### src/gw_fifo.sv
`timescale 1ns/100ps

module gw_fifo
  #(parameter int  els_p     = 2
   ,parameter type payload_t = logic [31:0]
   )
  (input            clk_i
  ,input            reset_i
  ,input            v_i
  ,input  payload_t data_i
  ,output logic     ready_o
  ,output logic     v_o
  ,output payload_t data_o
  ,input            yumi_i
  );

  localparam int ptr_width_lp = (els_p > 1) ? $clog2(els_p) : 1;
  localparam int cnt_width_lp = $clog2(els_p + 1);

  payload_t                mem_r [els_p];
  logic [ptr_width_lp-1:0] wptr_r;
  logic [ptr_width_lp-1:0] rptr_r;
  logic [cnt_width_lp-1:0] cnt_r;
  logic [cnt_width_lp-1:0] cnt_n;
  logic                    enq;

  function automatic logic [ptr_width_lp-1:0] next_ptr(input logic [ptr_width_lp-1:0] ptr);
    return (ptr == ptr_width_lp'(els_p - 1)) ? '0 : ptr + 1'b1;
  endfunction

  assign enq    = v_i & ready_o;
  assign cnt_n  = cnt_r + cnt_width_lp'(enq) - cnt_width_lp'(yumi_i);
  assign v_o    = (cnt_r != '0);
  assign data_o = mem_r[rptr_r];

  // Ready is registered so it stays low through reset
  always_ff @(posedge clk_i) begin
    if (reset_i) begin
      wptr_r  <= '0;
      rptr_r  <= '0;
      cnt_r   <= '0;
      ready_o <= 1'b0;
    end else begin
      cnt_r   <= cnt_n;
      ready_o <= (cnt_n != cnt_width_lp'(els_p));
      if (enq) begin
        wptr_r <= next_ptr(wptr_r);
      end
      if (yumi_i) begin
        rptr_r <= next_ptr(rptr_r);
      end
    end
  end

  always_ff @(posedge clk_i) begin
    if (enq) begin
      mem_r[wptr_r] <= data_i;
    end
  end

endmodule

### config.mk
export PLATFORM = sky130hd
export DESIGN_NAME = gw_fifo
export DESIGN_NICKNAME = d
export VERILOG_FILES = /design/src/gw_fifo.sv
export SDC_FILE = /design/constraint.sdc
export NUM_CORES = 1
export LEC_CHECK = 0
export ABC_AREA = 1
export BUFFER_PORTS_ARGS = -buffer_cell sky130_fd_sc_hd__buf_2
export CAP_MARGIN = 20
export CORE_UTILIZATION = 47
export DETAILED_ROUTE_END_ITERATION = 12
export HOLD_SLACK_MARGIN = 0.05
export PLACE_DENSITY_LB_ADDON = 0.3
export SETUP_SLACK_MARGIN = 0.1
export SYNTH_ARGS = -nofsm -noshare
export SYNTH_HDL_FRONTEND = slang
export SYNTH_SLANG_ARGS = --single-unit
### constraint.sdc
create_clock -name clk_i -period 2.4 [get_ports clk_i]
set_clock_uncertainty 0.1 [all_clocks]
set_input_delay 0.36 -clock clk_i [delete_from_list [all_inputs] [get_ports clk_i]]
set_output_delay 0.36 -clock clk_i [all_outputs]
set_load 0.02 [all_outputs]
======== Word-level counts from Yosys, hierarchy flattened ========
Memory sizes are Yosys's and may differ from the RTL's. A register that Yosys moved wholly into a read port is not among the register bits.
Cells that the tools add are included.
word-level totals
  register bits ........................... 5
  RAM bits ................................ 64
  bits of input ports ..................... 36
  output and inout port bits .............. 34
  logic and storage cells ................. 18
  memories ................................ 1
memory list
  memory  words  width  read ports  clocked after Yosys merged registers in  write ports  line  RTL
  mem_r   2      32     1           1                                        1            20    payload_t mem_r [els_p];
operators by class
  add/sub/neg operators ................... 4
  equality and inequality tests ........... 1
  muxes and demuxes ....................... 6
  bitwise operators ....................... 1
  reduce and logical (&&, ||, !) cells .... 1
operator list
  kind                                         count
  1-bit two-way mux                            6
  1-bit adder, second input constant           2
  2-bit by 1-bit adder with 2-bit output       1
  2-bit != test, second input constant         1
  2-bit nonzero test                           1
  2-bit by 1-bit subtractor with 2-bit output  1
  1-bit AND                                    1

======== Longest topological paths before layout ========
  depth in word-level cells ............... 4
  gate-level depth with buffers ........... 10
  gate-level depth less buffers ........... 10

======== Least setup slack after synthesis ========
No wires, ideal clock.
  path type ............................... reg2reg
  from .................................... register ready_o
  to ...................................... memory mem_r[1][0] in the netlist's numbering (enable)
  arrival time ............................ 1974 ps
  data required time ...................... 1877 ps
  path slack .............................. -97 ps
  stages on the path, launching flop included .. 3
  clock period less this slack ............ 2497 ps
  cells stage by stage .................... dfxtp_1 -> nand2_1 -> nor2_1
on the way
  word-level cells in the longest chain between the ends .. 3
RTL lines
  item                                     line  RTL
  from (decl)                              11    ,output logic ready_o
  from (signal assigned)                   45    ready_o <= (cnt_n != cnt_width_lp'(els_p));
  1-bit AND                                31    assign enq = v_i & ready_o;
  1-bit two-way mux                        56    if (enq) begin
  1-bit two-way mux (implied by the code)  57    mem_r[wptr_r] <= data_i;
  to (decl)                                20
Every way passes these cells.

==> impl_results.md <==
* Fin. Hold Viols at 0
* Vias in the first global route at 1384
* Cell Area, Synth at 2730 um^2
* Top post-synthesis cells by area: edfxtp_1 (70%), mux2_4 (17%), dfxtp_1 (4.4%)
* Ant. Diodes at 0
* Top cells by count, synth: edfxtp_1 (64), mux2_4 (30), nand2_1 (13)
* Die width at 78.2 um
* CP max stage cell: dfxtp_2
* Post-synth cell types at 15
* Startpoint Class: register
* Largest net degree at the start of global routing at 29
* Setup TNS at 0 ps
* Crit. End Element: output port
* Cell taking the most area after synthesis: edfxtp_1
* Unrepaired setup endpoints after global routing: false
* Gpl congestion at 0.693
* First-pass iteration count of the detailed router at 4
* Setup Crit Path Kind: reg -> out
* CTS tree: built
* Fmax achieved at 0.511 GHz
* Area grow syn2layout at 21.8%
* Net Count, Synth at 174
* Die Ht at 78.2 um
* Post-cts sizing count at 0
* Worst-margin pin slew at 486 ps
* Slew headroom at 0.675
* Initial antenna violation count at 0
* I/O pin count at 70
* Clk slew on worst S/H paths at 70 ps
* Post-detail-place hpwl at 2840 um
* Top-count cell post-synth: edfxtp_1
* Critical Path RT at 1940 ps
* Post-synthesis sequential area ratio at 0.749
* Syn Inst Count at 137
* Pins Over Slew Limit at 0
* Synth Flop Type: edfxtp_1
* Detailed Route WL at 4160 um
* Setup violators final at 0
* Htree depth at 3
* Die Area at 6110 um^2
* Drt wl/cell at 14.1 um
* Period utilisation layout at 0.816
* WP data arrival at 1500 ps
* Post-synth EDFFs at 64
* Core footprint at 5540 um^2
* Clock Tree Buf Depth at 2
* Leak Pwr at 0.00134 uW
* Delay-heaviest family, CP: buffers and inverters
* Nets at 254
* Share of cells above drive strength 1 at 0.554
* Syn_area_per_cell at 19.9 um^2
* Post-CTS setup repair buffer count at 0
* Synth Register Bits at 70
* Min-Delay Path Class: in -> reg
* Initial Util at 0.492
* Worst-Skew Late Latency at 320 ps
* Initial DRC count at 86
* CP bufs+invs at 2
* Total GRT Usage at 0.142
* Yosys top cell area share at 0.705
* Synth Warn # at 0
* Ys async rst share at 0
* Antenna Nets Post-Route at 0
* Crit Path Max Fanout at 28
* CP cell instances: buf_12, mux2_4, buf_2
* Final Power at 2750 uW
* Row cnt at 27
* Status: complete, no violations
* CTS Hold Buffers Added at 0
* Vias per cell at 4.72
* Placement Cell Area at 3160 um^2
* Clock Tree Root: clkbuf_8
* PD cells at 827 nW/um^2
* Routed via count at 1389
* Num CTS Buffers at 9
* VDD IR max at 0.000503 V
* Post-route cell area at 3320 um^2
* Tmin final at 1960 ps
* Post-route DRC at 0
* Crit-path max cell delay at 420 ps
* First-pass GRT wire length at 6260 um
* I/O Buffers at 69
* Max cap viols at 0
* GRT Residual Overflow at 0
* Clk sinks at 70
[stage by stage]
step                 util  hold slack [ps]  setup slack [ps]  std cells
global placement    0.571              397               745        278
detailed placement  0.571              412               701        278
CTS                 0.599              107               412        294
global route        0.599              101               375        294
floorplan               -              329               422        137
finish              0.599              122               442        294
[cells in the final DEF (no fill, tap or decap)]
master	netlist	routed
buf_2	0	69
edfxtp_1	64	64
mux2_4	30	30
nand2_1	13	13
clkbuf_8	0	9
inv_1	6	6
dfxtp_1	6	5
clkinv_2	0	3
or2_2	2	2
nor2_4	0	2
mux2_2	2	2
nor2_1	4	2
a21oi_1	2	2
clkbuf_1	0	2
buf_4	0	2
buf_12	3	2
xnor2_1	1	1
nand3_1	1	1
nor3_1	1	1
ha_1	1	1
dfxtp_2	0	1
clkinvlp_4	0	1
clkinv_1	0	1
[worst paths after layout]
path / cells after the start / start / slack (ps) / end
min reg2reg: 2 / rptr_r$_SDFFE_PP0P_ / 430 / rptr_r$_SDFFE_PP0P_
min: 1 / data_i[22] / 120 / mem_r[1][22]$_DFFE_PP_
max: 3 / register / 440 / data_o[29]
max reg2reg: 3 / ready_o$_SDFF_PP0_ / 790 / mem_r[1][30]$_DFFE_PP_
[sequential cells by signal, summed over array words and instances (netlist names), named ones only]
signal   cells
cnt_r        2
mem_r       64
wptr_r       1
rptr_r       1
ready_o      1
[area by class of cell]
cell class,count,area (um^2)
clock inverter,5,26.3
clock buffer,11,131
timing repair buffer,73,400
fill,439,2220
multi-input combinational,57,606
inverter,6,22.5
sequential,70,2040
tap,72,90.1
[per-layer routing]
metal | share of wire | vias up | track usage
met4 | 0.0065 | 0 | 0.0778
li1 | - | 668 | -
met3 | 0.051 | 5 | 0.0372
met5 | 0 | - | 0
met1 | 0.41 | 669 | 0.167
met2 | 0.53 | 47 | 0.237
[power by group]
| group | internal [uW] | leakage [uW] | switching, uW |
|---|---|---|---|
| Combinational | 223 | 0.000625 | 277 |
| Clock | 366 | 0.0000805 | 391 |
| Sequential | 1450 | 0.000637 | 36.3 |
[cell families after synthesis]
family	share of synthesized area
buffers and inverters	0.0344
and+or+nand+nor	0.0317
AOI/OAI and AO/OA	0.00367
xor gates and xnor gates	0.00321
muxes	0.173
DFF	0.749
adders and majority gates	0.00459
(Power assumes the default switching activity.)
