$ cat src/gw_pkg.sv
package gw_pkg;

  // Host side widths
  localparam int data_width_gp        = 32;
  localparam int addr_width_gp        = 8;
  localparam int tag_width_gp         = 4;

  // Wormhole link widths
  localparam int flit_width_gp        = 32;
  localparam int len_width_gp         = 2;

  // Tag payload with bit 0 as the core reset and bit 1 as padding
  localparam int tag_payload_width_gp = 2;

  typedef enum logic {
    op_load  = 1'b0,
    op_store = 1'b1
  } gw_op_e;

  typedef struct packed {
    gw_op_e                   op;
    logic [addr_width_gp-1:0] addr;
    logic [data_width_gp-1:0] data;
    logic [tag_width_gp-1:0]  tag;
  } mc_req_s;

  typedef struct packed {
    gw_op_e                   op;
    logic [data_width_gp-1:0] data;
    logic [tag_width_gp-1:0]  tag;
  } mc_resp_s;

  //////////////////////////////////////////////////
  // Bit offsets of the header flit fields
  //////////////////////////////////////////////////

  // len counts the data flits after the header
  localparam int hdr_len_lsb_gp  = 0;
  localparam int hdr_op_lsb_gp   = hdr_len_lsb_gp + len_width_gp;
  localparam int hdr_tag_lsb_gp  = hdr_op_lsb_gp + 1;
  localparam int hdr_addr_lsb_gp = hdr_tag_lsb_gp + tag_width_gp;

endpackage

$ cat src/gw_tag_client.sv
`timescale 1ns/100ps

module gw_tag_client
  import gw_pkg::*;
  (input                                   hb_clk_i
  ,input                                   reset_i
  ,input                                   tag_bit_i
  ,output logic [tag_payload_width_gp-1:0] payload_o
  ,output logic                            new_o
  );

  localparam int cnt_width_lp = $clog2(tag_payload_width_gp + 1);

  logic                            recv_r;
  logic [cnt_width_lp-1:0]         cnt_r;
  logic [tag_payload_width_gp-1:0] shift_r;
  logic [tag_payload_width_gp-1:0] shift_n;
  logic                            last_bit;

  // LSB arrives first, so each new bit enters at the top
  assign shift_n  = (shift_r >> 1)
                  | (tag_payload_width_gp'(tag_bit_i) << (tag_payload_width_gp - 1));
  assign last_bit = recv_r && (cnt_r == cnt_width_lp'(tag_payload_width_gp - 1));

  // Idle until a start bit, then count payload bits
  always_ff @(posedge hb_clk_i) begin
    if (reset_i) begin
      recv_r <= 1'b0;
      cnt_r  <= '0;
    end else if (!recv_r) begin
      recv_r <= tag_bit_i;
      cnt_r  <= '0;
    end else begin
      recv_r <= !last_bit;
      cnt_r  <= cnt_r + 1'b1;
    end
  end

  always_ff @(posedge hb_clk_i) begin
    if (recv_r) begin
      shift_r <= shift_n;
    end
  end

  // Committed payload comes out of reset with the reset bit set
  always_ff @(posedge hb_clk_i) begin
    if (reset_i) begin
      payload_o <= tag_payload_width_gp'(1);
      new_o     <= 1'b0;
    end else begin
      new_o <= last_bit;
      if (last_bit) begin
        payload_o <= shift_n;
      end
    end
  end

endmodule

$ cat config.mk
export PLATFORM = sky130hd
export DESIGN_NAME = gw_tag_client
export DESIGN_NICKNAME = d
export VERILOG_FILES = /design/src/gw_pkg.sv /design/src/gw_tag_client.sv
export SDC_FILE = /design/constraint.sdc
export NUM_CORES = 1
export LEC_CHECK = 0
export BUFFER_PORTS_ARGS = -buffer_cell sky130_fd_sc_hd__buf_2
export CAP_MARGIN = 15
export CORE_AREA = 2 2 39 41
export CTS_CLUSTER_DIAMETER = 80
export DETAILED_ROUTE_END_ITERATION = 8
export DIE_AREA = 0 0 41 43
export GPL_ROUTABILITY_DRIVEN = 0
export PLACE_DENSITY = 0.45
export REMOVE_ABC_BUFFERS = 1
export SYNTH_ARGS = -nofsm -noshare
export SYNTH_HDL_FRONTEND = slang
export SYNTH_SLANG_ARGS = --single-unit
export TNS_END_PERCENT = 50
$ cat constraint.sdc
create_clock -name hb_clk_i -period 1.1 [get_ports hb_clk_i]
set_clock_uncertainty 0.05 [all_clocks]
set_input_delay 0.22 -clock hb_clk_i [delete_from_list [all_inputs] [get_ports hb_clk_i]]
set_output_delay 0.22 -clock hb_clk_i [all_outputs]
set_load 0.02 [all_outputs]
* After elaboration in Yosys (flattened, before gate mapping)
Index checks and enable logic that the tools add are counted.
** Storage, ports and cells
- Bits in registers :: 8
- Bits in read-only memories :: 0
- Logic and storage cells :: 13
- Bits in writable memories :: 0
- Bits of input ports :: 3
- Bits in latches :: 0
- Output and inout port bits :: 3
- Memories :: 0
** Operators by class
- Div/mod/pow operators :: 0
- Equal/unequal tests :: 1
- Order comparisons :: 0
- Shift operators :: 0
- Add/subtract/negate cells :: 1
- Multiply operators :: 0
- Reductions and logical operators :: 3
- Bitwise logic cells :: 2
- Muxes and demuxes :: 1
** Operators by type and width (count)
- $add 2x1->2 const B :: 1
- $eq 2x1->1 const B :: 1
- $or 1x2->2 :: 1
- $reduce_or 2->1 :: 1
- $logic_and 1x1->1 :: 1
- $logic_not 1->1 :: 1
- $mux 1 :: 1
- $not 1->1 :: 1

* Depth between registers and ports, before layout
Gate-level depths: netlist of run 1.
- Depth after elaboration :: 4
- Depth in mapped cells :: 4
- Mapped depth without buffers :: 4

* Least setup slack after synthesis of run 1
OpenSTA, ideal clock, no wires.
- Path type :: register to register
- From :: register cnt_r[1]
- To :: register payload_o[0]
- Period minus slack after synthesis :: 1103 ps
- Arrival :: 933 ps
- Path buffers :: 0
- Setup slack :: -3 ps
- Data required time :: 930 ps
- Stages on the path, launching flop included :: 5
- Setup time :: 120 ps
- Cell sequence :: dfxtp_1 inv_1 ha_1 and3_1 a211o_1
** On the way
- Cells in the longest elaborated chain, start to end :: 2
** Ends and longest elaborated chain
- from (decl) :: line gw_tag_client.sv:15 : logic [cnt_width_lp-1:0] cnt_r;
- from (signal assigned) :: line gw_tag_client.sv:35 : cnt_r <= cnt_r + 1'b1;
- $eq 2x1->1 :: line gw_tag_client.sv:23 : assign last_bit = recv_r && (cnt_r == cnt_width_lp'(tag_payload_width_gp - 1));
- $logic_and 1x1->1 :: line gw_tag_client.sv:23
- to (signal assigned) :: line gw_tag_client.sv:48 : payload_o <= tag_payload_width_gp'(1);
- to (signal assigned) :: line gw_tag_client.sv:53 : payload_o <= shift_n;
- to (decl) :: line gw_tag_client.sv:8 : ,output logic [tag_payload_width_gp-1:0] payload_o
Every way passes these cells.
A chain may end at the register's enable or synchronous reset.

* Final worst setup path of run 1
- From :: register cnt_r[0]
- To :: register payload_o[0]
Same word-level chain as after synthesis.

==> impl_results.md, run 1 <==
- Die H: 43 um
- Slew Viols, Final: 0
- RR Endpoint: payload_o[0]
- Post-CTS Hold Buffers: 0
- Seq cells post-synth: 7
- Net count reported at finish: 36
- Post-DP Area: 286.5 um2
- Period minus WS final: 1085 ps
- WL/cell: 10.38 um
- CTS Buf Count: 3
- Iter 0 DRT Violations: 2
- Via density: 3.915
- Setup crit start kind: flop
- DR vias: 184
- Root Buffer: clkbuf_4
- Hold Violations, Final: 0
- Placed wire-length estimate: 283.2 um
- Largest family of logic cells by synthesized area: simple AND/OR/NAND/NOR gates
- Antenna diodes: 0
- Max IR drop VDD: 453.0 uV
- Chip width: 41 um
- WHS: 131.4 ps
- Final ANT Viol Nets: 0
- Critical path endpoint category: flop
- Fmax: 921.9 MHz
- Synth Area in Compound Gates: 0.1337
- Max-slew headroom: 0.8146
- Reg2Reg Depth: 3
- Total congestion overflow: 0
- Initial antenna violation count: 0
- Cell Pwr Density: 1666 nW/um2
- Largest net degree at the start of global routing: 9
- Count leader, synth: dfxtp_1
- Vias in the first global route: 155
- Synth area leaders: dfxtp_1 51%, edfxtp_1 13%, nor2_1 6.4%
- # DRC: 0
- Setup Buffers After CTS: 0
- Sequential area share after synthesis: 0.6417
- Boundary Pins: 6
- Post-synthesis xor/xnor area fraction: 0
- Hold crit path type: in2reg
- Synth Flop Type: dfxtp_1
- Yosys top cell area share: 0.5134
- Hold wc startpoint: tag_bit_i
- CTS clk-pin slew, worst paths: 50 ps
- FILL cells: 147
- Ys Warns: 0
- Worst-Margin Slew: 277.8 ps
- Final Util: 0.2396
- Post-Syn Instances: 21
- Worst-skew pair later-pin latency: 250 ps
- Final Cell Area: 331.6 um2
- Avg Inst Size Synth: 11.14 um2
- CP max FO: 4
- Initial Util: 0.1691
- Hold depth: 1
- Outcome: complete, no violations
- Post-synthesis simple-gate area fraction: 0.1551
- Crit share post-route: 0.9861
- Number of H-tree levels: 1
- Hold worst-path end: shift_r[1]
- Global Route Usage Sum: 0.06848
- # setup viols final: 0
- Syn Std Cell Area: 234.0 um2
- Post-synth EDFFs: 1
- Worst Path Arrival: 1180 ps
- Global-route wire length before repair: 662 um
- Yosys cell types: 13
- Max_cap viols: 0
- Synth-to-layout area growth: 41.71%
- CP Class: reg2reg
- Layout cells sized above 1: 0.4516
- Core ar.: 1384 um2
- Post-Route WL: 488 um
- Worst r2r src: cnt_r[0]
- PortBufs: 5
- CP required: 1190 ps
- Cell taking the most area after synthesis: dfxtp_1
- Tot Pwr: 552.5 uW
- Post-synth top cells: 6 x dfxtp_1, 4 x nor2_1
- Rows: 14
- Post-synthesis mux area share: 0
- Clk buf depth: 2
- Detailed Routing Iterations Pass 1: 4
- # clock sinks: 7
- Reg2reg setup slack: 20 ps
- Full die area: 1763 um2
- Post-Synth Adder-Cell Area: 0.05348
- Ys async rst share: 0
- Static Leak: 0.1322 nW
- CTS tree: yes
==> routing by layer <==
metal | part of all wire | global-route usage | up-vias
li1 | - | - | 93
met1 | 0.42 | 0.05844 | 83
met2 | 0.47 | 0.07813 | 6
met3 | 0.088 | 0.06806 | 2
met4 | 0.016 | 0.08000 | 0
met5 | 0 | 0 | -
==> final cells by class <==
type	count	area, um2	share of cell area
multi-input cells	13	97.59	0.2943
repair buffers	6	32.53	0.09811
inverters	1	3.754	0.01132
flip-flops and latches	7	151.4	0.4566
well taps	16	20.02	0.06038
clock buffers	4	26.28	0.07925
==> worst max-delay path, stage by stage, from the launching register on <==
cell and delay [ps]:
dfxtp_1 340, ha_4 180, and3_4 160, a211o_1 250
==> layout by cell type, fill, tap and decap left out <==
cell      n
nor2_1    4
clkbuf_4  3
nand2b_1  1
buf_4     1
a21bo_2   1
dfxtp_2   1
a21oi_1   1
ha_4      1
dfxtp_1   5
a211o_1   1
clkbuf_1  1
edfxtp_1  1
inv_2     1
buf_2     5
nand3_1   1
a211oi_1  1
and3_4    1
nand2_1   1
==> timing repair <==
item                                    4_1_cts  5_1_grt
endpoints found under the setup margin        1        1
hold endpoints to repair                      0        0
gates resized for setup                       1        4
pin swaps                                     0        0
==> worst max-delay path by stage <==
stage / slack, ps / start / end
global route: -9 / cnt_r[0] / payload_o[0]
CTS: 3 / cnt_r[1] / payload_o[0]
floorplan: -3 / cnt_r[1] / payload_o[0]
detailed placement: -40 / cnt_r[0] / payload_o[0]
finish: 20 / cnt_r[0] / payload_o[0]
global placement: -6 / cnt_r[1] / payload_o[0]
==> per-stage QoR <==
step	TNS (ps)	worst slack, ps	std cells
finish	0	15.31	47
global route	-9.399	-9.399	47
CTS	0	3.016	47
detailed placement	-36.08	-36.08	43
global placement	-5.617	-5.617	43
floorplan	-2.780	-2.780	21
==> cells by family after synthesis <==
kind of cell               after synthesis
DFF                                      7
buffers and inverters                    1
and+or+nand+nor                          8
AOI/OAI and AO/OA                        4
adders and majority gates                1
==> state kept, by name, indices dropped and copies added, names as in the netlist <==
| name | flops |
|---|---|
| cnt_r | 2 |
| new_o | 1 |
| shift_r | 1 |
| recv_r | 1 |
| payload_o | 2 |
==> power by group <==
| group | internal [mW] | total, mW | switching, mW | leakage, nW |
|---|---|---|---|---|
| Combinational | 0.0182 | 0.0354 | 0.0172 | 0.0582 |
| Sequential | 0.271 | 0.282 | 0.0109 | 0.0590 |
| Clock | 0.139 | 0.235 | 0.0968 | 0.0150 |
| Total | 0.428 | 0.553 | 0.125 | 0.132 |
Note: power is estimated with default switching activity, not from simulation.
==> run 2, diff against run 1 <==
Settings changed: GPL_TIMING_DRIVEN set to 0.
==> impl_results.md, run 2 (synthesis gave the netlist of run 1 again) <==
- Hold worst-path end: shift_r[1]
- Worst r2r src: cnt_r[1]
- Rows: 14 (unchanged)
- Cell Pwr Density: 1673 nW/um2 (+0.39%)
- Boundary Pins: 6 (unchanged)
- RR Endpoint: payload_o[0]
- Fmax: 952.1 MHz (+3.3%)
- Post-DP Area: 279.0 um2 (-2.6%)
- Max-slew headroom: 0.8349 (+0.02030)
- Slew Viols, Final: 0 (unchanged)
- # setup viols final: 0 (unchanged)
- Vias in the first global route: 179 (+15%)
- Layout cells sized above 1: 0.4667 (+0.01505)
- Largest net degree at the start of global routing: 9 (unchanged)
- Worst-Margin Slew: 247.4 ps (-30.41 ps)
- Most frequent cells in the layout: 5 x buf_2, 4 x nor2_1, 4 x dfxtp_1, 3 x clkbuf_4, 2 x dfxtp_2
- Hold crit path type: in2reg
- Number of H-tree levels: 1 (unchanged)
- Period minus WS final: 1050 ps (-34.35 ps)
- Post-Route WL: 428 um (-12%)
- Critical path endpoint category: flop
- Root Buffer: clkbuf_4
- Hold depth: 1 (unchanged)
- Worst-skew pair later-pin latency: 250 ps (about the same)
- Clk buf depth: 2 (unchanged)
- Reg2reg setup slack: 50 ps (+30 ps)
- Global Route Usage Sum: 0.07560 (+0.007125)
- CTS tree: yes
- Setup Buffers After CTS: 0 (unchanged)
- Total congestion overflow: 0 (unchanged)
- Hold wc startpoint: tag_bit_i
- Hold Violations, Final: 0 (unchanged)
- Chip width: 41 um (unchanged)
- Synth-to-layout area growth: 39.04%
- Static Leak: 0.1272 nW (-3.8%)
- Global-route wire length before repair: 786 um (+19%)
- Crit share post-route: 0.9549 (-0.03122)
- Initial antenna violation count: 0 (unchanged)
- Commonest non-fill, non-tap cell in the layout: buf_2
- CP Class: reg2reg
- Reg2Reg Depth: 4 (+1)
- Antenna diodes: 0 (unchanged)
- CP max FO: 5 (+1)
- Detailed Routing Iterations Pass 1: 2 (-2)
- CP required: 1190 ps (about the same)
- Place WS: -69.55 ps (-33.47 ps)
- Final Cell Area: 325.3 um2 (-1.9%)
- Outcome: complete, no violations
- RSZ-0062 raised after global routing: no
- Net count reported at finish: 35 (-2.8%)
- Iter 0 DRT Violations: 6 (+4)
- Setup crit start kind: flop
- CTS Buf Count: 3 (unchanged)
- Via density: 3.913 (about the same)
- Initial Util: 0.1691 (unchanged)
- Biggest regs: cnt_r (2), payload_o (2)
- Max_cap viols: 0 (unchanged)
- PortBufs: 5 (unchanged)
- Max IR drop VDD: 770.8 uV (+70%)
- Placed wire-length estimate: 308.8 um (+9.0%)
- # DRC: 0 (unchanged)
- Worst Path Arrival: 1140 ps (-40 ps)
- # clock sinks: 7 (unchanged)
- DR vias: 180 (-2.2%)
- Post-CTS Hold Buffers: 0 (unchanged)
- Die H: 43 um (unchanged)
- Min setup slack post-route: 49.66 ps (+34.35 ps)
- CTS clk-pin slew, worst paths: 50 ps (about the same)
- Full die area: 1763 um2 (unchanged)
- Core ar.: 1384 um2 (unchanged)
- WL/cell: 9.304 um (-10%)
- Final ANT Viol Nets: 0 (unchanged)
==> run 2: worst max path at each step <==
stage                   from           end  slack, ps
floorplan           cnt_r[1]  payload_o[0]         -3
global placement    cnt_r[1]  payload_o[0]        -20
detailed placement  cnt_r[1]  payload_o[0]        -70
CTS                 cnt_r[1]  payload_o[0]          4
global route          recv_r  payload_o[0]         20
finish              cnt_r[1]  payload_o[0]         50
==> run 2: final cells by class <==
| type | count | area (um2) |
|---|---|---|
| timing repair buffer | 5 | 25.02 |
| inverter | 1 | 3.754 |
| tap | 16 | 20.02 |
| clock buffer | 4 | 26.28 |
| multi-input combinational | 13 | 97.59 |
| fill | 161 | 1059 |
| sequential | 7 | 152.6 |
==> run 2: critical path: stages (launching register included) <==
cell	delay (ps)
dfxtp_2	310
inv_2	40
ha_4	160
and3_4	160
a211o_1	220
==> run 2: per-stage QoR <==
stage	setup TNS, ps	cells	total power, mW	hold WS [ps]	utilization
2_1_floorplan	-2.780	21	0.2995	239.1	-
3_3_place_gp	-18.36	42	0.3097	355.8	0.2016
3_5_place_dp	-69.55	42	0.3129	371.7	0.2016
4_1_cts	0	46	0.5510	124.0	0.2306
5_1_grt	0	46	0.5755	127.0	0.2351
6_report	0	46	0.5442	132.4	0.2351
==> run 2: report_power, final <==
group,leakage [nW],total (mW),switching (mW),internal [mW]
sequential,0.0594,0.281,0.00984,0.272
clock,0.0150,0.230,0.0920,0.138
combinational,0.0528,0.0326,0.0166,0.0159
==> run 2: routing by layer <==
layer | vias to the layer above | wire length (um) | global-route usage
met2 | 9 | 166 | 0.08125
met1 | 79 | 178 | 0.08143
li1 | 90 | - | -
met3 | 2 | 74 | 0.09424
met4 | 0 | 8 | 0.04000
met5 | - | 0 | 0
==> run 2: repair_timing <==
item                                    in CTS  in global routing
endpoints found under the hold margin        0                  0
resized for setup                            4                  2
pin swaps                                    0                  1
endpoints found under the setup margin       1                  1
