**src/gw_pkg.sv**
```systemverilog
package gw_pkg;

  // Host side widths
  localparam int data_width_gp        = 32;
  localparam int addr_width_gp        = 8;
  localparam int tag_width_gp         = 4;

  // Wormhole link widths
  localparam int flit_width_gp        = 32;
  localparam int len_width_gp         = 2;

  // Tag payload with bit 0 as the core reset and bit 1 as padding
  localparam int tag_payload_width_gp = 2;

  typedef enum logic {
    op_load  = 1'b0,
    op_store = 1'b1
  } gw_op_e;

  typedef struct packed {
    gw_op_e                   op;
    logic [addr_width_gp-1:0] addr;
    logic [data_width_gp-1:0] data;
    logic [tag_width_gp-1:0]  tag;
  } mc_req_s;

  typedef struct packed {
    gw_op_e                   op;
    logic [data_width_gp-1:0] data;
    logic [tag_width_gp-1:0]  tag;
  } mc_resp_s;

  //////////////////////////////////////////////////
  // Bit offsets of the header flit fields
  //////////////////////////////////////////////////

  // len counts the data flits after the header
  localparam int hdr_len_lsb_gp  = 0;
  localparam int hdr_op_lsb_gp   = hdr_len_lsb_gp + len_width_gp;
  localparam int hdr_tag_lsb_gp  = hdr_op_lsb_gp + 1;
  localparam int hdr_addr_lsb_gp = hdr_tag_lsb_gp + tag_width_gp;

endpackage

```
**src/gw_mc_to_wh.sv**
```systemverilog
`timescale 1ns/100ps

module gw_mc_to_wh
  import gw_pkg::*;
  (input                            hb_clk_i
  ,input                            reset_i
  ,input                            req_v_i
  ,input  mc_req_s                  req_i
  ,output logic                     req_yumi_o
  ,output logic                     flit_v_o
  ,output logic [flit_width_gp-1:0] flit_o
  ,input                            flit_ready_i
  );

  typedef enum logic [1:0] {
    e_idle,
    e_hdr,
    e_data
  } state_e;

  state_e                   state_r;
  mc_req_s                  req_r;
  logic [flit_width_gp-1:0] hdr_flit;
  logic                     flit_sent;

  // One packet in flight at a time
  assign req_yumi_o = (state_r == e_idle) & req_v_i;
  assign flit_v_o   = (state_r == e_hdr) | (state_r == e_data);
  assign flit_sent  = flit_v_o & flit_ready_i;

  always_comb begin
    hdr_flit = '0;
    hdr_flit[hdr_len_lsb_gp +: len_width_gp]   = (req_r.op == op_store) ? len_width_gp'(1) : '0;
    hdr_flit[hdr_op_lsb_gp]                    = req_r.op;
    hdr_flit[hdr_tag_lsb_gp +: tag_width_gp]   = req_r.tag;
    hdr_flit[hdr_addr_lsb_gp +: addr_width_gp] = req_r.addr;
  end

  assign flit_o = (state_r == e_data) ? req_r.data : hdr_flit;

  always_ff @(posedge hb_clk_i) begin
    if (reset_i) begin
      state_r <= e_idle;
    end else begin
      case (state_r)
        e_idle: begin
          if (req_v_i) begin
            state_r <= e_hdr;
          end
        end
        e_hdr: begin
          if (flit_sent) begin
            state_r <= (req_r.op == op_store) ? e_data : e_idle;
          end
        end
        e_data: begin
          if (flit_sent) begin
            state_r <= e_idle;
          end
        end
        default: state_r <= e_idle;
      endcase
    end
  end

  always_ff @(posedge hb_clk_i) begin
    if (req_yumi_o) begin
      req_r <= req_i;
    end
  end

endmodule

```
**config.mk**
```make
export PLATFORM = sky130hd
export DESIGN_NAME = gw_mc_to_wh
export DESIGN_NICKNAME = d
export VERILOG_FILES = /design/src/gw_pkg.sv /design/src/gw_mc_to_wh.sv
export SDC_FILE = /design/constraint.sdc
export NUM_CORES = 1
export LEC_CHECK = 0
export ABC_AREA = 1
export BUFFER_PORTS_ARGS = -buffer_cell sky130_fd_sc_hd__buf_2
export CAP_MARGIN = 20
export CORE_ASPECT_RATIO = 1.75
export CORE_MARGIN = 5
export CORE_UTILIZATION = 50
export CTS_BUF_LIST = sky130_fd_sc_hd__clkbuf_4 sky130_fd_sc_hd__clkbuf_8 sky130_fd_sc_hd__clkbuf_16
export CTS_CLUSTER_DIAMETER = 40
export CTS_CLUSTER_SIZE = 16
export DETAILED_ROUTE_END_ITERATION = 8
export PLACE_DENSITY = 0.81
export RECOVER_POWER = 100
export SLEW_MARGIN = 20
export SYNTH_ARGS = -nofsm -noshare
export SYNTH_HDL_FRONTEND = slang
export SYNTH_SLANG_ARGS = --single-unit
```
**constraint.sdc**
```tcl
create_clock -name hb_clk_i -period 2.9 [get_ports hb_clk_i]
set_input_delay 0.29 -clock hb_clk_i [delete_from_list [all_inputs] [get_ports hb_clk_i]]
set_output_delay 0.29 -clock hb_clk_i [all_outputs]
set_load 0.05 [all_outputs]
```
Word-level counts from Yosys, hierarchy flattened
Index checks and enable logic that the tools add are counted.
{"block": "op_classes", "n_eq_ne": 5, "muxes": 7, "bitwise_logic": 3, "reduce_logical": 2}
{"cell": "32-bit two-way mux", "n": 1}
{"cell": "2-bit two-way mux", "n": 4}
{"cell": "2-bit != test, second input constant", "n": 3}
{"cell": "2-bit one-hot mux with 3 select lines", "n": 1}
{"cell": "3-bit AND reduction", "n": 1}
{"cell": "1-bit AND", "n": 2}
{"cell": "2-bit by 1-bit == test with 1-bit output, second input constant", "n": 1}
{"cell": "2-bit == test, second input constant", "n": 1}
{"cell": "2-bit logical NOT", "n": 1}
{"cell": "1-bit two-way mux", "n": 1}
{"cell": "1-bit OR", "n": 1}
{"block": "word_totals", "register_bits": 47, "input_bits": 49, "out_inout_bits": 34, "word_cells": 22}

Logic depth before layout (Yosys ltp)
Gate-level depths: netlist of the first run.
{"block": "depth", "ltp_word": 5, "ltp_mapped": 7, "depth_no_buf": 7}

Worst setup path before layout of the first run
OpenSTA, ideal clock, no wires.
{"block": "synth_path", "kind": "reg2reg", "startpoint": "register state_r[0]", "endpoint": "register req_r (netlist bit hdr_flit[10]), enable pin", "setup_ns": 0.414, "arrival_ns": 1.762, "t_required_ns": 2.486, "setup_slack_ns": 0.724, "path_stages_with_launch": 5, "path_buffers": 0, "period_less_slack_ns": 2.176, "path_cell_list": "dfxtp_1 > inv_1 > ha_1 > nand2_1 > inv_1"}
{"block": "synth_via", "elab_chain_len": 2}
{"item": "start: declaration", "line_no": "gw_mc_to_wh.sv:21", "rtl": "state_e state_r;"}
{"item": "start signal: assignment", "line_no": "gw_mc_to_wh.sv:43", "rtl": "state_r <= e_idle;"}
{"item": "start signal: assignment", "line_no": "gw_mc_to_wh.sv:48", "rtl": "state_r <= e_hdr;"}
{"item": "start signal: assignment", "line_no": "gw_mc_to_wh.sv:53", "rtl": "state_r <= (req_r.op == op_store) ? e_data : e_idle;"}
{"item": "2-bit logical NOT", "line_no": "gw_mc_to_wh.sv:27", "rtl": "assign req_yumi_o = (state_r == e_idle) & req_v_i;"}
{"item": "1-bit AND", "line_no": "gw_mc_to_wh.sv:27"}
{"item": "named net req_yumi_o", "line_no": "gw_mc_to_wh.sv:9", "rtl": ",output logic req_yumi_o"}
{"item": "end signal: assignment", "line_no": "gw_mc_to_wh.sv:68", "rtl": "req_r <= req_i;"}
{"item": "end: declaration", "line_no": "gw_mc_to_wh.sv:22", "rtl": "mc_req_s req_r;"}
The timed path passes the listed nets, and every way through them passes these cells.
A chain may end at the register's enable or synchronous reset.

Worst setup path after layout of the first run
{"block": "layout_path", "startpoint": "register state_r[0]", "endpoint": "output flit_o[12]"}
{"block": "layout_via", "elab_chain_len": 2}
{"item": "2-bit == test", "line_no": "gw_mc_to_wh.sv:39", "rtl": "assign flit_o = (state_r == e_data) ? req_r.data : hdr_flit;"}
{"item": "32-bit two-way mux", "line_no": "gw_mc_to_wh.sv:39"}
{"item": "end: declaration", "line_no": "gw_mc_to_wh.sv:11", "rtl": ",output logic [flit_width_gp-1:0] flit_o"}
No other way between the ends.

==> results of run 1 <==
-- where the power goes --
group | total [uW] | switching, uW | internal, uW
Sequential | 960 | 37.5 | 923
Combinational | 1110 | 901 | 210
Clock | 375 | 188 | 188
-- flip-flops by register name, indices dropped and copies added (netlist names) --
signal and cells:
req_r 32, hdr_flit 13, state_r 2
-- metrics by stage --
| step | cells | total power [uW] |
|---|---|---|
| finish | 287 | 2447 |
| global route | 287 | 2590 |
| CTS | 287 | 2520 |
| detailed placement | 279 | 2143 |
| global placement | 279 | 2121 |
| floorplan | 153 | 1894 |
-- cells by family (layout without fill, tap and decap cells) --
kind of cell / count (synthesis) / count (layout) / share of synthesized area, %
buf+inv: 30 / 118 / 6.998
compound gates: 3 / 3 / 1.413
simple gates: 69 / 69 / 14.06
fa+ha+maj: 4 / 4 / 2.692
flops: 47 / 47 / 74.83
-- layout make-up --
| class | instances | area [sq um] | area share (%) |
|---|---|---|---|
| clock buffer | 7 | 83.83 | 3.554 |
| clock inverter | 1 | 5.005 | 0.2122 |
| inverter | 25 | 93.84 | 3.979 |
| multi-input combinational | 76 | 326.6 | 13.85 |
| sequential | 47 | 1391 | 58.99 |
| tap | 46 | 57.56 | 2.440 |
| timing repair buffer | 85 | 400.4 | 16.98 |
-- per-layer routing --
layer | up-vias | GRT usage [%] | part of all wire (%)
li1 | 653 | - | -
met1 | 587 | 15.22 | 35
met2 | 46 | 25.59 | 56
met3 | 8 | 5.150 | 7.3
met4 | 0 | 8.713 | 2.4
met5 | - | 0 | 0
-- final timing paths --
kind,start,endpoint,slack (ns),cells past startpoint
worst max-delay path,state_r[0]$_SDFFE_PP0P_,flit_o[12],0.47,7
worst min-delay path,req_i[7],req_r[7]$_DFFE_PP_,0.17,1
worst max register to register,state_r[0]$_SDFFE_PP0P_,state_r[1]$_SDFFE_PP0P_,1.10,7
worst min register to register,state_r[1]$_SDFFE_PP0P_,state_r[1]$_SDFFE_PP0P_,0.53,2
-- worst max-delay path: stages (launching register included) --
cell and delay [ns]:
dfxtp_1 0.37, inv_1 0.10, ha_1 0.23, buf_4 0.20
inv_1 0.32, nand2_1 0.09, nand2_1 0.07, clkbuf_1 0.46
-- cells in the final DEF (no fill, tap or decap), drive strengths merged --
cell / instances
clkbuf: 31
clkinv: 2
buf: 61
nor2: 2
nand3: 2
edfxtp: 45
dfxtp: 2
o21ai: 1
nand2: 65
ha: 4
a21oi: 2
inv: 24
==> out/metrics.yaml, run 1 <==
outcome:
  status: "finished, final reports clean"
logic_synthesis:
  synth_edf_count: 45
  syn_nets: 206
  synthTopCellsByCount: "nand2_1 (65), edfxtp_1 (45), inv_1 (24), ha_1 (4)"
  synth_top_cell_by_area: "edfxtp_1"
  avgSynthCellArea_sq_um: 12.15
  ys.flop_type: "edfxtp_1"
  ys_ff_latch: 47
  yosys_warnings: 0
  syn_area_sq_mm: 0.001859
  syn_inst: 153
  yosysTopAreaCellShare_pct: 72.68
  synthMostInstantiatedCell: "nand2_1"
  synth_area_leaders: "edfxtp_1 (73%), nand2_1 (13%), inv_1 (4.8%)"
  async_flop_share_pct: 0
  ys_types: 13
  seq_area_frac_synth_pct: 74.83
cells_and_area:
  diodes: 0
  fin_nets: 293
  final_util_pct: 65.00
  fillers: 319
  design_area_sq_mm: 0.002359
  areaGrowthSynthToFinish_pct: 26.85
  drive_above_1_share_pct: 28.63
clocking:
  cts.sinks: 47
  cts-root-buf: "clkbuf_8"
  path_clk_slew_ns: 0.08
  numCtsBuffers: 5
  cts.hold.buffers_added: 0
  htreeDepth: 2
  cts_tree: "built"
  cts_resized: 0
  clk_path_buf_depth: 2
  clock_latency_ns: 0.29
  cts_setup_buffers: 0
place:
  placed_area_sq_mm: 0.002313
  place_congestion: 0.7649
  hpwl_mm: 2.788
  pre_cts_ws_ns: 1.076
  io_buffer_count: 82
power_and_ir_drop:
  peakVddDrop_mv: 0.5859
  power_density_mw_per_mm2: 1038
  p_leak_uw: 0.001150
sta:
  period_share_pct: 83.93
  hold_viol: 0
  worst_clock_skew_ns: 0.006786
  setup_viol: 0
  fin_tns_setup_ns: 0
  tightest_slew_ns: 0.6351
  worst_slack_ns: 0.4661
  fmax_mhz: 410.9
  period_needed_ns: 2.434
  finalMaxSlewViolations: 0
  rsz0062_at_grt: "no"
  max_slew_margin_pct: 57.84
  hold_ws_ns: 0.1679
worst_setup_path:
  critPathMaxFanout: 19
  crit_path_start_kind: "flop"
  crit_arrival_ns: 2.14
  cp.required_ns: 2.61
  critPathKind: "reg -> out"
  end_kind: "output pin"
grt:
  grt_use_total_pct: 14.89
  grt-ovfl-total: 0
  grt_start_max_net_pins: 47
  grt_pass1_wl_mm: 5.740
  antenna_found_initial: 0
  grt_pass1_vias: 1278
floorplanning:
  num_rows: 29
  core-area_sq_mm: 0.003628
  die-width_um: 56.10
  dieArea_sq_mm: 0.005086
  start_util_pct: 51.24
  io-pin-count: 83
  die_h_um: 90.67
route:
  wire_per_inst_um: 12.57
  drt-total-wl_mm: 3.607
  route.detailed.drc: 0
  drt-initial-drc-count: 35
  vias_per_cell: 4.509
  first_pass_iters: 4
  vias: 1294
  postRouteAntennaNets: 0
run:
  maxCapViolCount: 0
worst_hold_path:
  holdCritPathClass: "in -> reg"
Power figures use the tool's default switching activity.
==> run 2, diff against run 1 <==
- CORE_UTILIZATION: 50 -> 42
- PLACE_DENSITY: 0.81 -> 0.72
- clock period: 2.9 -> 2 ns (I/O delays scaled with it)
==> run 2 against run 1 <==
- die area up 16%
- critical endpoint is now flit_o[10]
- largest cell class unchanged
- design area up 3.2%
- largest power group unchanged
- worst hold slack worse by 0.090 ns
==> out/metrics.yaml, run 2 (synthesis results as in run 1) <==
outcome:
  status: "finished, final reports clean"
clocking:
  clock_latency_ns: 0.29  # about the same
  path_clk_slew_ns: 0.08  # about the same
  cts.hold.buffers_added: 0  # unchanged
  cts-root-buf: "clkbuf_8"
  cts.sinks: 47  # unchanged
  htreeDepth: 2  # unchanged
  cts_tree: "built"
  numCtsBuffers: 5  # unchanged
  clk_path_buf_depth: 2  # unchanged
cells_and_area:
  mostFrequentLayoutCells: "nand2_1 (65), buf_2 (50), edfxtp_1 (45)"
  multiInputGateArea_sq_um: 326.6  # unchanged
  seq_area_sq_mm: 0.001391  # unchanged
  layout_commonest_cell: "nand2_1"
  areaGrowthSynthToFinish_pct: 30.96
  drive_above_1_share_pct: 38.55  # +9.9 points
  fin_nets: 301  # +2.7%
  diodes: 0  # unchanged
  fillers: 409  # +28%
  largest_reg_flops: 32  # unchanged
  regMostFlops: "req_r"
sta:
  fin_tns_setup_ns: 0  # unchanged
  rsz0062_at_grt: "no"
  tightest_slew_ns: 0.5931  # -0.04198 ns
  fmax_mhz: 539.1
  period_share_pct: 92.75
  hold_viol: 0  # unchanged
  finalMaxSlewViolations: 0  # unchanged
  hold_ws_ns: 0.07750  # -0.09039 ns
  worst_clock_skew_ns: 0.002617  # -0.004169 ns
  period_needed_ns: 1.855
  setup_viol: 0  # unchanged
  max_slew_margin_pct: 60.63  # +2.8 points
power_and_ir_drop:
  peakVddDrop_mv: 0.8571  # +46%
  total_power_uw: 3621  # +48%
  power_density_mw_per_mm2: 1487  # +43%
  p_leak_uw: 0.001241  # +7.9%
grt:
  antenna_found_initial: 0  # unchanged
  grt_start_max_net_pins: 21  # -55%
  grt-ovfl-total: 0  # unchanged
  grt_pass1_wl_mm: 5.492  # -4.3%
  grt_pass1_vias: 1212  # -5.2%
  grt_use_total_pct: 12.94  # -2.0 points
worst_setup_path:
  critical_path.startpoint: "state_r[0]$_SDFFE_PP0P_"
  critPathKind: "reg -> out"
  cp.required_ns: 1.80  # -0.81 ns
  end_kind: "output pin"
  crit_path_start_kind: "flop"
  crit_arrival_ns: 1.65  # -0.49 ns
  r2r_start: "state_r[0]$_SDFFE_PP0P_"
  critPathMaxFanout: 13  # -6
floorplanning:
  start_util_pct: 42.60  # -8.6 points
  io-pin-count: 83  # unchanged
  core-area_sq_mm: 0.004364  # +20%
  dieArea_sq_mm: 0.005910  # +16%
  num_rows: 32  # +10%
  die-width_um: 60.30  # +7.5%
  die_h_um: 98.02  # +8.1%
worst_hold_path:
  min_from: "req_i[41]"
  holdCritPathClass: "in -> reg"
route:
  route.detailed.drc: 0  # unchanged
  drt-total-wl_mm: 3.631  # +0.67%
  vias_per_cell: 4.277  # -5.1%
  postRouteAntennaNets: 0  # unchanged
  first_pass_iters: 2  # -2
  wire_per_inst_um: 12.10  # -3.7%
  vias: 1283  # -0.85%
  drt-initial-drc-count: 16  # -54%
run:
  maxCapViolCount: 0  # unchanged
place:
  io_buffer_count: 82  # unchanged
  place_congestion: 0.6855  # -10%
  hpwl_mm: 2.704  # -3.0%
run 2: cell types whose count changed in the layout (fill, tap and decap cells not counted):
cell | previous run | this run
clkbuf_1 | 24 | 5
clkinvlp_2 | 0 | 1
inv_1 | 24 | 23
clkbuf_4 | 2 | 4
clkbuf_2 | 0 | 32
clkinv_1 | 1 | 2
buf_2 | 59 | 50
clkinvlp_4 | 0 | 1
inv_2 | 0 | 1
clkinv_2 | 1 | 0
run 2: cell type report:
class / instances / area share [%]
Inverter: 25 / 3.905
Clock buffer: 5 / 2.826
Clock inverter: 3 / 0.6166
Tap cell: 51 / 2.621
Sequential cell: 47 / 57.14
Multi-Input combinational cell: 76 / 13.41
Timing Repair Buffer: 93 / 19.48
run 2: power breakdown:
part / internal, uW / switching, uW
clock: 237 / 287
combinational: 374 / 1340
sequential: 1340 / 51.0
run 2: final timing paths:
check / slack, ns / end / cells past startpoint
max reg2reg: 0.16 / req_r[26]$_DFFE_PP_ / 6
min: 0.08 / hdr_flit[12]$_DFFE_PP_ / 1
max: 0.15 / flit_o[10] / 6
min reg2reg: 0.54 / state_r[1]$_SDFFE_PP0P_ / 2
run 2: critical path, cell delays in order (launching register included):
cell      delay, ns
dfxtp_1        0.37
inv_1          0.09
ha_1           0.24
inv_2          0.20
nand2_1        0.09
nand2_1        0.08
clkbuf_2       0.29
run 2: routing by layer:
metal	vias to the layer above	GRT usage, %	wire, um
met4	0	8.703	122
met3	7	3.439	250
li1	672	-	-
met5	-	0	0
met2	42	21.92	2051
met1	562	13.15	1206
run 2: what timing repair did:
item / CTS / global route
endpoints found under the setup margin: 0 / 1
buffers inserted: 0 / 7
gates resized for setup: 0 / 0
run 2: metrics by stage:
step                      cell area [sq um]  std cells  worst slack [ns]  utilization, %
final                                  2435        300            0.1451           55.79
after global routing                   2435        300           0.01280           55.79
after CTS                              2440        293           0.06490           55.91
after detailed placement               2356        285            0.3947           53.99
after global placement                 2356        285            0.4652           53.99
after floorplan                        1863        153           0.03526               -
